[src/verilog/tcb_pkg.sv]
package tcb_pkg;

  ////////////////////////////////////////////////////////////////////////////
  // bus widths
  ////////////////////////////////////////////////////////////////////////////

  // address width, byte addressing
  localparam int unsigned TCB_AW = 32;
  // data width
  localparam int unsigned TCB_DW = 32;
  // byte enables, one per data byte
  localparam int unsigned TCB_BW = TCB_DW / 8;

  // cycles from transfer edge to response
  localparam int unsigned TCB_DLY = 1;

  ////////////////////////////////////////////////////////////////////////////
  // memory geometry
  ////////////////////////////////////////////////////////////////////////////

  // words in the shared memory
  localparam int unsigned MEM_DEPTH = 256;
  // word index width
  localparam int unsigned MEM_AW = $clog2(MEM_DEPTH);

  ////////////////////////////////////////////////////////////////////////////
  // data word, two views
  ////////////////////////////////////////////////////////////////////////////

  // word view for ports, byte view for the byte enable merge
  typedef union packed {
    logic [TCB_DW-1:0]         wrd;
    logic [TCB_BW-1:0][8-1:0]  byt;
  } tcb_data_t;

endpackage
[src/verilog/tcb_if.sv]
`timescale 1ns/1ps

interface tcb_if
  import tcb_pkg::*;
(
  input logic clk,
  input logic reset
);

  // request, manager side
  logic              vld;
  logic              wen;
  logic [TCB_AW-1:0] adr;
  logic [TCB_BW-1:0] ben;
  logic [TCB_DW-1:0] wdt;

  // handshake and response, subordinate side
  logic              rdy;
  logic [TCB_DW-1:0] rdt;
  logic              err;

  // transfer on valid and ready together
  logic              trn;

  assign trn = vld & rdy;

  // manager drives the request
  modport man (
    input  clk, reset,
    output vld, wen, adr, ben, wdt,
    input  rdy, rdt, err,
    input  trn
  );

  // subordinate answers it
  modport sub (
    input  clk, reset,
    input  vld, wen, adr, ben, wdt,
    output rdy, rdt, err,
    input  trn
  );

endinterface

[src/verilog/tcb_arb.sv]
`timescale 1ns/1ps

module tcb_arb
  import tcb_pkg::*;
(
  input logic bus,
  input logic reset,
  tcb_if.sub  man0,
  tcb_if.sub  man1,
  tcb_if.man  sub
);

  ////////////////////////////////////////////////////////////////////////////
  // round robin grant
  ////////////////////////////////////////////////////////////////////////////

  // index of the manager served last
  logic last;
  // selected manager where 1 means man1
  logic sel;

  // man1 wins alone or when man0 was served last
  always_comb begin
    sel = man1.vld & (~man0.vld | ~last);
  end

  // pointer moves only on a real transfer
  always_ff @(posedge bus) begin
    if (reset) begin
      // man0 favored out of reset
      last <= 1'b1;
    end else if (sub.trn) begin
      last <= sel;
    end
  end

  // request mux onto the subordinate
  always_comb begin
    sub.vld = man0.vld | man1.vld;
    if (sel) begin
      sub.wen = man1.wen;
      sub.adr = man1.adr;
      sub.ben = man1.ben;
      sub.wdt = man1.wdt;
    end else begin
      sub.wen = man0.wen;
      sub.adr = man0.adr;
      sub.ben = man0.ben;
      sub.wdt = man0.wdt;
    end
  end

  // loser sees rdy low and holds its request
  assign man0.rdy = sub.rdy & ~sel;
  assign man1.rdy = sub.rdy &  sel;

  ////////////////////////////////////////////////////////////////////////////
  // response routing
  ////////////////////////////////////////////////////////////////////////////

  // served index and transfer flag delayed to line up with the response
  logic [TCB_DLY-1:0] idx_dly;
  logic [TCB_DLY-1:0] vld_dly;
  logic               rsp_idx;
  logic               rsp_vld;

  always_ff @(posedge bus) begin
    if (reset) begin
      vld_dly <= '0;
    end else begin
      vld_dly[0] <= sub.trn;
      for (int i = 1; i < TCB_DLY; i++) begin
        vld_dly[i] <= vld_dly[i-1];
      end
    end
  end

  // index is payload qualified by vld_dly
  always_ff @(posedge bus) begin
    idx_dly[0] <= sel;
    for (int i = 1; i < TCB_DLY; i++) begin
      idx_dly[i] <= idx_dly[i-1];
    end
  end

  assign rsp_idx = idx_dly[TCB_DLY-1];
  assign rsp_vld = vld_dly[TCB_DLY-1];

  // steer the response and give the other manager zeros
  assign man0.rdt = (rsp_vld & ~rsp_idx) ? sub.rdt : '0;
  assign man1.rdt = (rsp_vld &  rsp_idx) ? sub.rdt : '0;
  assign man0.err = rsp_vld & ~rsp_idx & sub.err;
  assign man1.err = rsp_vld &  rsp_idx & sub.err;

  // after a transfer a contested cycle goes to the other manager
  a_rr_turn: assert property (@(posedge bus) disable iff (reset)
    sub.trn |=> (!(man0.vld && man1.vld && sub.rdy) || (man1.rdy != $past(sel))))
    else $error("round robin turn not taken");

endmodule

[src/flat_wrapper.sv]
// flat-port wrapper written by rule: the top's interface ports become plain ports
module tcb_arb_flat import tcb_pkg::*;
  (bus, reset, clk, man0_vld, man0_wen, man0_adr, man0_ben, man0_wdt, man0_rdy, man0_rdt, man0_err, man1_vld, man1_wen, man1_adr, man1_ben, man1_wdt, man1_rdy, man1_rdt, man1_err, sub_vld, sub_wen, sub_adr, sub_ben, sub_wdt, sub_rdy, sub_rdt, sub_err);
  tcb_if man0_i (.clk(clk), .reset(reset));
  tcb_if man1_i (.clk(clk), .reset(reset));
  tcb_if sub_i (.clk(clk), .reset(reset));
  input logic bus;
  input logic reset;
  input wire logic clk;
  input wire logic [$bits(man0_i.vld)-1:0] man0_vld;
  input wire logic [$bits(man0_i.wen)-1:0] man0_wen;
  input wire logic [$bits(man0_i.adr)-1:0] man0_adr;
  input wire logic [$bits(man0_i.ben)-1:0] man0_ben;
  input wire logic [$bits(man0_i.wdt)-1:0] man0_wdt;
  output wire logic [$bits(man0_i.rdy)-1:0] man0_rdy;
  output wire logic [$bits(man0_i.rdt)-1:0] man0_rdt;
  output wire logic [$bits(man0_i.err)-1:0] man0_err;
  input wire logic [$bits(man1_i.vld)-1:0] man1_vld;
  input wire logic [$bits(man1_i.wen)-1:0] man1_wen;
  input wire logic [$bits(man1_i.adr)-1:0] man1_adr;
  input wire logic [$bits(man1_i.ben)-1:0] man1_ben;
  input wire logic [$bits(man1_i.wdt)-1:0] man1_wdt;
  output wire logic [$bits(man1_i.rdy)-1:0] man1_rdy;
  output wire logic [$bits(man1_i.rdt)-1:0] man1_rdt;
  output wire logic [$bits(man1_i.err)-1:0] man1_err;
  output wire logic [$bits(sub_i.vld)-1:0] sub_vld;
  output wire logic [$bits(sub_i.wen)-1:0] sub_wen;
  output wire logic [$bits(sub_i.adr)-1:0] sub_adr;
  output wire logic [$bits(sub_i.ben)-1:0] sub_ben;
  output wire logic [$bits(sub_i.wdt)-1:0] sub_wdt;
  input wire logic [$bits(sub_i.rdy)-1:0] sub_rdy;
  input wire logic [$bits(sub_i.rdt)-1:0] sub_rdt;
  input wire logic [$bits(sub_i.err)-1:0] sub_err;
  assign man0_i.vld = man0_vld;
  assign man0_i.wen = man0_wen;
  assign man0_i.adr = man0_adr;
  assign man0_i.ben = man0_ben;
  assign man0_i.wdt = man0_wdt;
  assign man0_rdy = man0_i.rdy;
  assign man0_rdt = man0_i.rdt;
  assign man0_err = man0_i.err;
  assign man1_i.vld = man1_vld;
  assign man1_i.wen = man1_wen;
  assign man1_i.adr = man1_adr;
  assign man1_i.ben = man1_ben;
  assign man1_i.wdt = man1_wdt;
  assign man1_rdy = man1_i.rdy;
  assign man1_rdt = man1_i.rdt;
  assign man1_err = man1_i.err;
  assign sub_vld = sub_i.vld;
  assign sub_wen = sub_i.wen;
  assign sub_adr = sub_i.adr;
  assign sub_ben = sub_i.ben;
  assign sub_wdt = sub_i.wdt;
  assign sub_i.rdy = sub_rdy;
  assign sub_i.rdt = sub_rdt;
  assign sub_i.err = sub_err;
  tcb_arb u_core (.bus(bus), .reset(reset), .man0(man0_i), .man1(man1_i), .sub(sub_i));
endmodule
[config.mk]
export PLATFORM = sky130hd
export DESIGN_NAME = tcb_arb_flat
export DESIGN_NICKNAME = d
export VERILOG_FILES = /design/src/verilog/tcb_pkg.sv /design/src/verilog/tcb_if.sv /design/src/verilog/tcb_arb.sv /design/src/flat_wrapper.sv
export SDC_FILE = /design/constraint.sdc
export NUM_CORES = 1
export LEC_CHECK = 0
export ABC_AREA = 0
export ABC_CLOCK_PERIOD_IN_PS = 3700
export BUFFER_PORTS_ARGS = -buffer_cell sky130_fd_sc_hd__buf_2
export CAP_MARGIN = 40
export CORE_AREA = 5 5 118 120
export DETAILED_ROUTE_END_ITERATION = 10
export DIE_AREA = 0 0 123 125
export GPL_ROUTABILITY_DRIVEN = 0
export HOLD_SLACK_MARGIN = 0.06
export PLACE_DENSITY_LB_ADDON = 0.05
export SETUP_SLACK_MARGIN = 0.5
export SLEW_MARGIN = 30
export SYNTH_ARGS = -nofsm -noshare
export SYNTH_HDL_FRONTEND = slang
export SYNTH_SLANG_ARGS = --single-unit
export TNS_END_PERCENT = 100
[constraint.sdc]
create_clock -name bus -period 3.7 [get_ports bus]
set_clock_uncertainty 0.05 [all_clocks]
set_input_delay 0.37 -clock bus [delete_from_list [all_inputs] [get_ports bus]]
set_output_delay 0.37 -clock bus [all_outputs]
set_load 0.01 [all_outputs]
-- Yosys cells after proc, flatten, opt, wreduce, memory -nomap -nowiden
Cells that the tools add are included.
- multiplexer cells: 6
- bitwise operators: 14
- operators with widths (kind ; number):
    2-to-1 mux 32 bit ; 4
    bitwise AND 1 bit ; 8
    2-to-1 mux 4 bit ; 1
    NOT 1 bit ; 4
    OR 1 bit ; 2
    2-to-1 mux 1 bit ; 1
- word-level logic and storage cells: 23
- output and inout port bits: 138
- register bits after elaboration: 3
- bits of input ports: 177

-- Longest topological paths before layout
Gate-level depths: netlist of run 1.
- depth after elaboration: 5
- gate-level depth with buffers: 4
- depth with buffers taken out: 2

-- Least setup slack after synthesis of run 1
Ideal clock, no wire load.
- path type: input to output
- start point: in man1_vld
- end point: out sub_adr[0]
- required time: 3280 ps
- slack: 2122 ps
- stages on the path: 4
- data arrival time: 1158 ps
- path buffers: 2
- path through: a21boi_4 buf_12 buf_12 mux2_4
- longest elaborated chain between the ends: 2
- RTL lines (element ; RTL line ; text):
    start, declared ; flat_wrapper.sv:18 ; input wire logic [$bits(man1_i.vld)-1:0] man1_vld;
    bitwise AND 1 bit ; tcb_arb.sv:24 ; sel = man1.vld & (~man0.vld | ~last);
    2-to-1 mux 32 bit ; tcb_arb.sv:40 ; if (sel) begin
    end, declared ; flat_wrapper.sv:28 ; output wire logic [$bits(sub_i.adr)-1:0] sub_adr;
No other way between the ends.

-- Final worst setup path of run 1
- start point: reg u_core.last
- end point: out sub_wen
- longest elaborated chain between the ends: 4
- RTL lines (element ; RTL line ; text):
    start, declared ; tcb_arb.sv:18 ; logic last;
    start signal, assigned ; tcb_arb.sv:33 ; last <= sel;
    NOT 1 bit ; tcb_arb.sv:24 ;
    OR 1 bit ; tcb_arb.sv:24 ;
    bitwise AND 1 bit ; tcb_arb.sv:24 ;
    2-to-1 mux 1 bit ; tcb_arb.sv:40 ;
    end, declared ; flat_wrapper.sv:27 ; output wire logic [$bits(sub_i.wen)-1:0] sub_wen;
No other way between the ends.

==> summary.txt, run 1 <==
Run status
  • Status: finished clean

Place
  • HPWL after DPL: around 8000 um
  • Number of buffers added on ports: 313
  • Placed insts: 671
  • Placement Setup Slack: approximately 1600 ps

Clock tree
  • Post-CTS setup buffers: 0
  • Clock H-tree levels: 1
  • Clk sink count: 3
  • Clk Latency, worst-skew pair: 230 ps
  • Reg clk slew, reported paths: 30 ps
  • Cts bufs inserted: 3
  • CTS max path bufs: 2
  • Post-CTS Resized: 0
  • Cts hold-fix bufs: 0
  • CTS tree: yes
  • Clock Tree Root: clkbuf_16

STA
  • # setup viols final: 0
  • Setup slack after layout: around 1600 ps
  • Final min period: about 2100 ps
  • Hold Violations, Final: 0
  • Hold Slack: 321 ps
  • Max Slew Vio Count: 0
  • Post-Route Setup TNS: 0 ps
  • Slew @ Worst Pin: between 500 and 600 ps
  • Fmax: 466 MHz
  • RSZ-0062 raised after global routing: false
  • Period Utilization, post-route: 58.0%
  • Relative slew slack: 63.8%

Global routing
  • Initial antenna violation count: 1
  • Met2 usage: 21.7%
  • GR Layer Usage met3: 3.70%
  • First-pass GRT wire length: 12,800 um
  • GRT Residual Overflow: 0
  • GRT busiest layer: met2
  • Overall Global Routing Usage: a little over a tenth
  • Largest net degree at the start of global routing: 73
  • Vias in the first global route: roughly 2.4k
  • Met1 Use GR: a little under a tenth

Yosys
  • Number of warnings issued by yosys: 0
  • Sequential share of the synthesized area: 3.29%
  • Post-Synthesis Cells: between 150 and 200
  • Syn Nets: 376
  • Mapped cell area: 1830 sq um
  • Unique masters post-synth: 17
  • Syn Area/Cell: ~9.2 sq um
  • Yosys reg bits: 3

Finish
  • Register Area: 60.1 sq um
  • Fillers: 1,424
  • Final nets: 677
  • Layout area overhead: 93.4%
  • Multi-input logic area: between 1500 and 2000 sq um
  • Layout cells sized above 1: 78.8%
  • Cell Count, Final, Fillers Out: 676

Route
  • Antenna Nets Post-Route: 0
  • Vias: 2,559
  • 1st-iter DRT viols: 54
  • DRC violations left: 0
  • Avg Vias per Cell: approximately 3.8
  • Final WL: 9340 um
  • Wirelength per Cell: 13.8 um
  • DR pass1 iterations: 4

Hold path
  • Hold/Removal Path Class: in2reg

Power
  • Pwr/cell area: ~180 nW/um^2
  • Cell leakage power: 2.30 nW
  • Worst vdd ir: 0.0979 mV

Job
  • Max cap viols: 0

Worst setup path
  • CP Capture Type: output pin
  • Critical path's top delay family: buffers and inverters
  • CP Launch Type: flop
  • Buffers and inverters on the worst path: 2
  • Req. time, crit path: 3280 ps
  • Cell Chain, Critical Path: a21boi_4 > buf_12 > mux2_2 > buf_2
  • Setup CP Type: reg2out
  • CP max stage delay: 430 ps
  • WP data arrival: 1730 ps
  • CP max-delay cell: buf_12
  • Max FO, Critical Path: 72

Floorplanning
  • Core area: 12,900 sq um
  • I/O Pins: around 320
  • Die extent in y: ~130 um
  • Initial core utilization: 14.2%
  • Die W: between 100 and 150 um
  • Die Area: 15,400 sq um
  • Standard-cell rows: 42
## worst register-to-register path, delay by kind of cell, from the launching register on
kind            cells  cell delay [ps]
compound gates      1              160
buf+inv             1              430
flops               1              330
## logic make-up after synthesis
group / after synthesis / synth area share [%]
AO/OA/AOI/OAI: 3 / 1.71
multiplexers: 69 / 56.3
flip-flops: 3 / 3.29
AND/OR/NAND/NOR: 102 / 26.9
buffers and inverters: 22 / 11.8
## registers in the layout (all words and copies together) (netlist names)
signal	cells
u_core.rsp_vld	1
u_core.last	1
u_core.idx_dly	1
## cell type report
| type | instances | share of cell area [%] |
|---|---|---|
| diodes | 1 | 0.0708 |
| clock buffers | 4 | 2.23 |
| multi-input cells | 174 | 43.9 |
| flip-flops and latches | 3 | 1.70 |
| well taps | 176 | 6.23 |
| repair buffers | 318 | 45.9 |
## cell usage in the layout, fill, tap and decap left out
cell type	instances
and2_1	4
buf_12	1
buf_6	1
a21boi_4	1
buf_4	3
nor2_1	30
mux2_2	2
diode_2	1
dfxtp_1	3
or2_2	1
o21bai_1	1
nor2b_1	2
mux2_4	67
a21oi_1	1
and3_1	33
clkbuf_16	3
and3b_1	1
nand2_1	30
and3_2	1
buf_2	313
clkbuf_1	1
## Yosys cell counts
master    count  area share (%)
a21boi_4      1             1.0
a21oi_1       1            0.27
and2_1        4             1.4
and3_1       33              11
and3_2        1            0.41
and3b_1       1            0.48
buf_12        8             8.8
buf_2         2            0.55
clkbuf_1     12             2.5
dfxtp_1       3             3.3
mux2_2        2             1.2
mux2_4       67              55
nand2_1      30             6.2
nor2_1       30             6.2
nor2b_1       2            0.68
o21bai_1      1            0.41
or2_2         1            0.34
## layer usage
| metal | wire length (um) | vias up | share of wire (%) |
|---|---|---|---|
| met5 | 0 | - | 0 |
| met4 | 155 | 0 | 1.7 |
| met3 | 1300 | 13 | 14 |
| met2 | 5010 | 165 | 54 |
| met1 | 2880 | 1098 | 31 |
| li1 | - | 1283 | - |
## through the flow
stage	instance area (sq um)	util [%]	power, W
2_1_floorplan	1830	-	0.000284
3_3_place_gp	3440	26.7	0.000457
3_5_place_dp	3450	26.8	0.000458
4_1_cts	3530	27.4	0.000635
5_1_grt	3530	27.4	0.000666
6_report	3530	27.4	0.000626
## path summary, 6_finish.rpt
path / start / end / slack (ps) / cells past startpoint
hold / removal: reset / u_core.last / 320 / 2
setup reg to reg: u_core.last / u_core.idx_dly / 2560 / 2
setup / recovery: u_core.last / sub_wen / 1550 / 4
hold reg to reg: u_core.last / u_core.last / 520 / 2
## report_power, final
| part | internal, W | total, W | switching, W |
|---|---|---|---|
| registers | 0.0000347 | 0.0000374 | 0.00000268 |
| clock network | 0.000142 | 0.000174 | 0.0000321 |
| logic | 0.000237 | 0.000414 | 0.000177 |
(Power assumes the default switching activity.)
==> run 2: changes to the inputs <==
--- a/config.mk
+++ b/config.mk
@@ -5,13 +5,13 @@
 export SDC_FILE = /design/constraint.sdc
 export NUM_CORES = 1
 export LEC_CHECK = 0
-export ABC_AREA = 0
-export ABC_CLOCK_PERIOD_IN_PS = 3700
+export ABC_AREA = 1
+export ABC_CLOCK_PERIOD_IN_PS = 1950
 export BUFFER_PORTS_ARGS = -buffer_cell sky130_fd_sc_hd__buf_2
 export CAP_MARGIN = 40
-export CORE_AREA = 5 5 118 120
+export CORE_AREA = 5 5 120 122
 export DETAILED_ROUTE_END_ITERATION = 10
-export DIE_AREA = 0 0 123 125
+export DIE_AREA = 0 0 125 127
 export GPL_ROUTABILITY_DRIVEN = 0
 export HOLD_SLACK_MARGIN = 0.06
 export PLACE_DENSITY_LB_ADDON = 0.05
==> constraint.sdc (replaced) <==
create_clock -name bus -period 1.95 [get_ports bus]
set_clock_uncertainty 0.05 [all_clocks]
set_input_delay 0.195 -clock bus [delete_from_list [all_inputs] [get_ports bus]]
set_output_delay 0.195 -clock bus [all_outputs]
set_load 0.01 [all_outputs]
==> summary.txt, run 2 <==
Worst setup path
  • Max FO, Critical Path: 7 (-90%)
  • CP max-delay cell: dfxtp_2
  • Cell Chain, Critical Path: nand2_4 > nand2_8 > buf_12 > clkbuf_16 > nand2_1 > nand2_2 > buf_4
  • CP Launch Type: flop
  • Critical path's top delay family: buffers and inverters
  • CP max stage delay: 320 ps (-110 ps)
  • CP Capture Type: output pin
  • Reg-to-reg startpoint: u_core.last
  • Buffers and inverters on the worst path: 3 (+1)
  • Setup CP Type: reg2out
  • WP data arrival: 1330 ps (-400 ps)
  • Worst Setup SP: u_core.last
  • Req. time, crit path: 1700 ps (-1580 ps)

Route
  • Antenna Nets Post-Route: 0 (unchanged)
  • Vias: 3,191 (+25%)
  • Avg Vias per Cell: 3.81 (+0.59%)
  • Wirelength per Cell: 12.6 um (-8.6%)
  • Final WL: 10,600 um (+13%)
  • 1st-iter DRT viols: 56 (+3.7%)
  • DRC violations left: 0 (unchanged)
  • DR pass1 iterations: 4 (unchanged)

Floorplanning
  • Initial core utilization: 15.7% (+1.5 points)
  • Die Area: 15,900 sq um (+3.3%)
  • I/O Pins: 315 (unchanged)
  • Die extent in y: 127 um (+1.6%)
  • Standard-cell rows: 42 (unchanged)
  • Core area: 13,100 sq um (+1.6%)
  • Die W: 125 um (+1.6%)

STA
  • Hold Violations, Final: 0 (unchanged)
  • Post-Route Setup TNS: 0 ps (unchanged)
  • Max Slew Vio Count: 0 (unchanged)
  • Relative slew slack: 78.8% (+15 points)
  • RSZ-0062 raised after global routing: true
  • # setup viols final: 0 (unchanged)
  • Slew @ Worst Pin: 318 ps (-224 ps)
  • Fmax: 635 MHz
  • Period Utilization, post-route: between 80 and 90%
  • Final min period: 1570 ps

Hold path
  • Hold wc startpoint: reset
  • Hold/Removal Path Class: in2reg

Finish
  • Final nets: 839 (+24%)
  • Layout area overhead: 118%
  • Most frequent cells in the layout: buf_2 (280), nand2_2 (82), nor2_1 (66)
  • Layout cells sized above 1: 74.0% (-4.8 points)
  • Multi-input logic area: 1790 sq um (+15%)
  • Commonest non-fill, non-tap cell in the layout: buf_2
  • Fillers: 1,440 (+1.1%)
  • Register Area: 61.3 sq um (+2.1%)

Global routing
  • Vias in the first global route: 3,182 (+31%)
  • Largest net degree at the start of global routing: 34 (-53%)
  • Initial antenna violation count: 1 (unchanged)
  • First-pass GRT wire length: 15,300 um (+19%)
  • GRT Residual Overflow: 0 (unchanged)
  • Overall Global Routing Usage: 11.6% (+1.2 points)

Clock tree
  • CTS tree: yes
  • Reg clk slew, reported paths: 30 ps (about the same)
  • Cts hold-fix bufs: 0 (unchanged)
  • Cts bufs inserted: 3 (unchanged)
  • Clock H-tree levels: 1 (unchanged)
  • Clk sink count: 3 (unchanged)
  • Clock Tree Root: clkbuf_16
  • Clk Latency, worst-skew pair: 220 ps (about the same)
  • CTS max path bufs: 2 (unchanged)

Place
  • HPWL after DPL: 8780 um (+9.6%)
  • Number of buffers added on ports: 313 (unchanged)

Job
  • Max cap viols: 0 (unchanged)

Yosys
  • Post-Synth Adder-Cell Area: 0% (unchanged)
  • Number of warnings issued by yosys: 0 (unchanged)
  • Syn Area/Cell: 5.96 sq um (-35%)
  • Mapped cell area: 2060 sq um (+13%)
  • Syn Nets: 522 (+39%)
  • Top cell type by total area after synthesis: nand2_4
  • Synth Area in XOR/XNOR: 0% (unchanged)
  • Unique masters post-synth: 14 (-3)
  • Count leader, synth: nand2_1
  • Ranking of synthesized cells by area: nand2_4 (28%), nand2_2 (21%), nand2_1 (17%)
  • Post-Synthesis Cells: 345 (+73%)
  • Post-synth EDFFs: 0 (unchanged)
  • Mux cell area share after synthesis: 0% (-56 points)
  • Post-synth top area share: 27.9% (-27 points)
  • Synth Area in Compound Gates: 0.243% (-1.5 points)
  • Largest family of logic cells by synthesized area: simple AND/OR/NAND/NOR gates
  • Post-Synth Simple-Gate Area: 78.9% (+52 points)
  • Yosys reg bits: 3 (unchanged)
  • Sequential share of the synthesized area: 2.92% (-0.37 points)
  • Async S/R FF share, synth: 0% (unchanged)
  • Top FF cell, synth: dfxtp_1
  • Top post-synthesis cells by count: nand2_1 (92), nand2_2 (69), nor2_1 (68)

Power
  • Final Power: 0.00152 W (+140%)
  • Pwr/cell area: 339 nW/um^2 (+91%)
  • Cell leakage power: 3.04 nW (+32%)
  • Worst vdd ir: 0.149 mV (+52%)

Run status
  • Status: finished clean
## run 2: worst paths after layout
path / slack (ps) / endpoint / depth (start not counted)
max reg2reg: 980 / u_core.idx_dly / 4
min: 100 / u_core.rsp_vld / 2
min reg2reg: 440 / u_core.last / 2
max: 380 / sub_wdt[6] / 7
## run 2: cell families after synthesis
group | after synthesis
compound gates | 1
buf+inv | 58
simple gates | 283
flops | 3
## run 2: cell type report
type | count | share of cell area, %
Tap cell | 176 | 4.91
Multi-Input combinational cell | 284 | 39.8
Antenna cell | 1 | 0.0558
Clock buffer | 4 | 1.76
Sequential cell | 3 | 1.37
Timing Repair Buffer | 332 | 48.5
Inverter | 38 | 3.54
## run 2: timing repair
action | CTS | global route
pin swaps | 2 | 9
gates resized for setup | 45 | 63
endpoints found under the setup margin | 71 | 71
buffers inserted | 5 | 0
cloned | 3 | 2
## run 2: through the flow
stage / cells / setup slack, ps / hold WS (ps) / utilization [%] / cell area [sq um]
after global routing: 838 / 337 / 108 / 34.3 / 4490
after global placement: 823 / 398 / 327 / 28.6 / 3740
after floorplan: 345 / 815 / 217 / - / 2060
after CTS: 835 / 374 / 96.5 / 31.8 / 4170
after detailed placement: 823 / 405 / 329 / 28.6 / 3740
final: 838 / 376 / 96.3 / 34.3 / 4490
## run 2: worst reg2reg max path, cell delays in order (launching register included)
cell and delay, ps:
dfxtp_2 340, nand2_4 80, nand2_8 120, inv_16 80, buf_16 170
## run 2: power by group
part           internal [W]  switching [W]  total [W]
Combinational      0.000563       0.000562    0.00112
Clock              0.000270      0.0000554   0.000325
Sequential        0.0000666     0.00000315  0.0000697
Total              0.000899       0.000620    0.00152
## run 2: metal layers
metal	wire (um)	share of wire (%)	GRT usage (%)
met1	3030	29	9.80
met2	5970	56	24.8
met3	1250	12	4.26
met4	333	3.1	3.32
met5	0	0	0
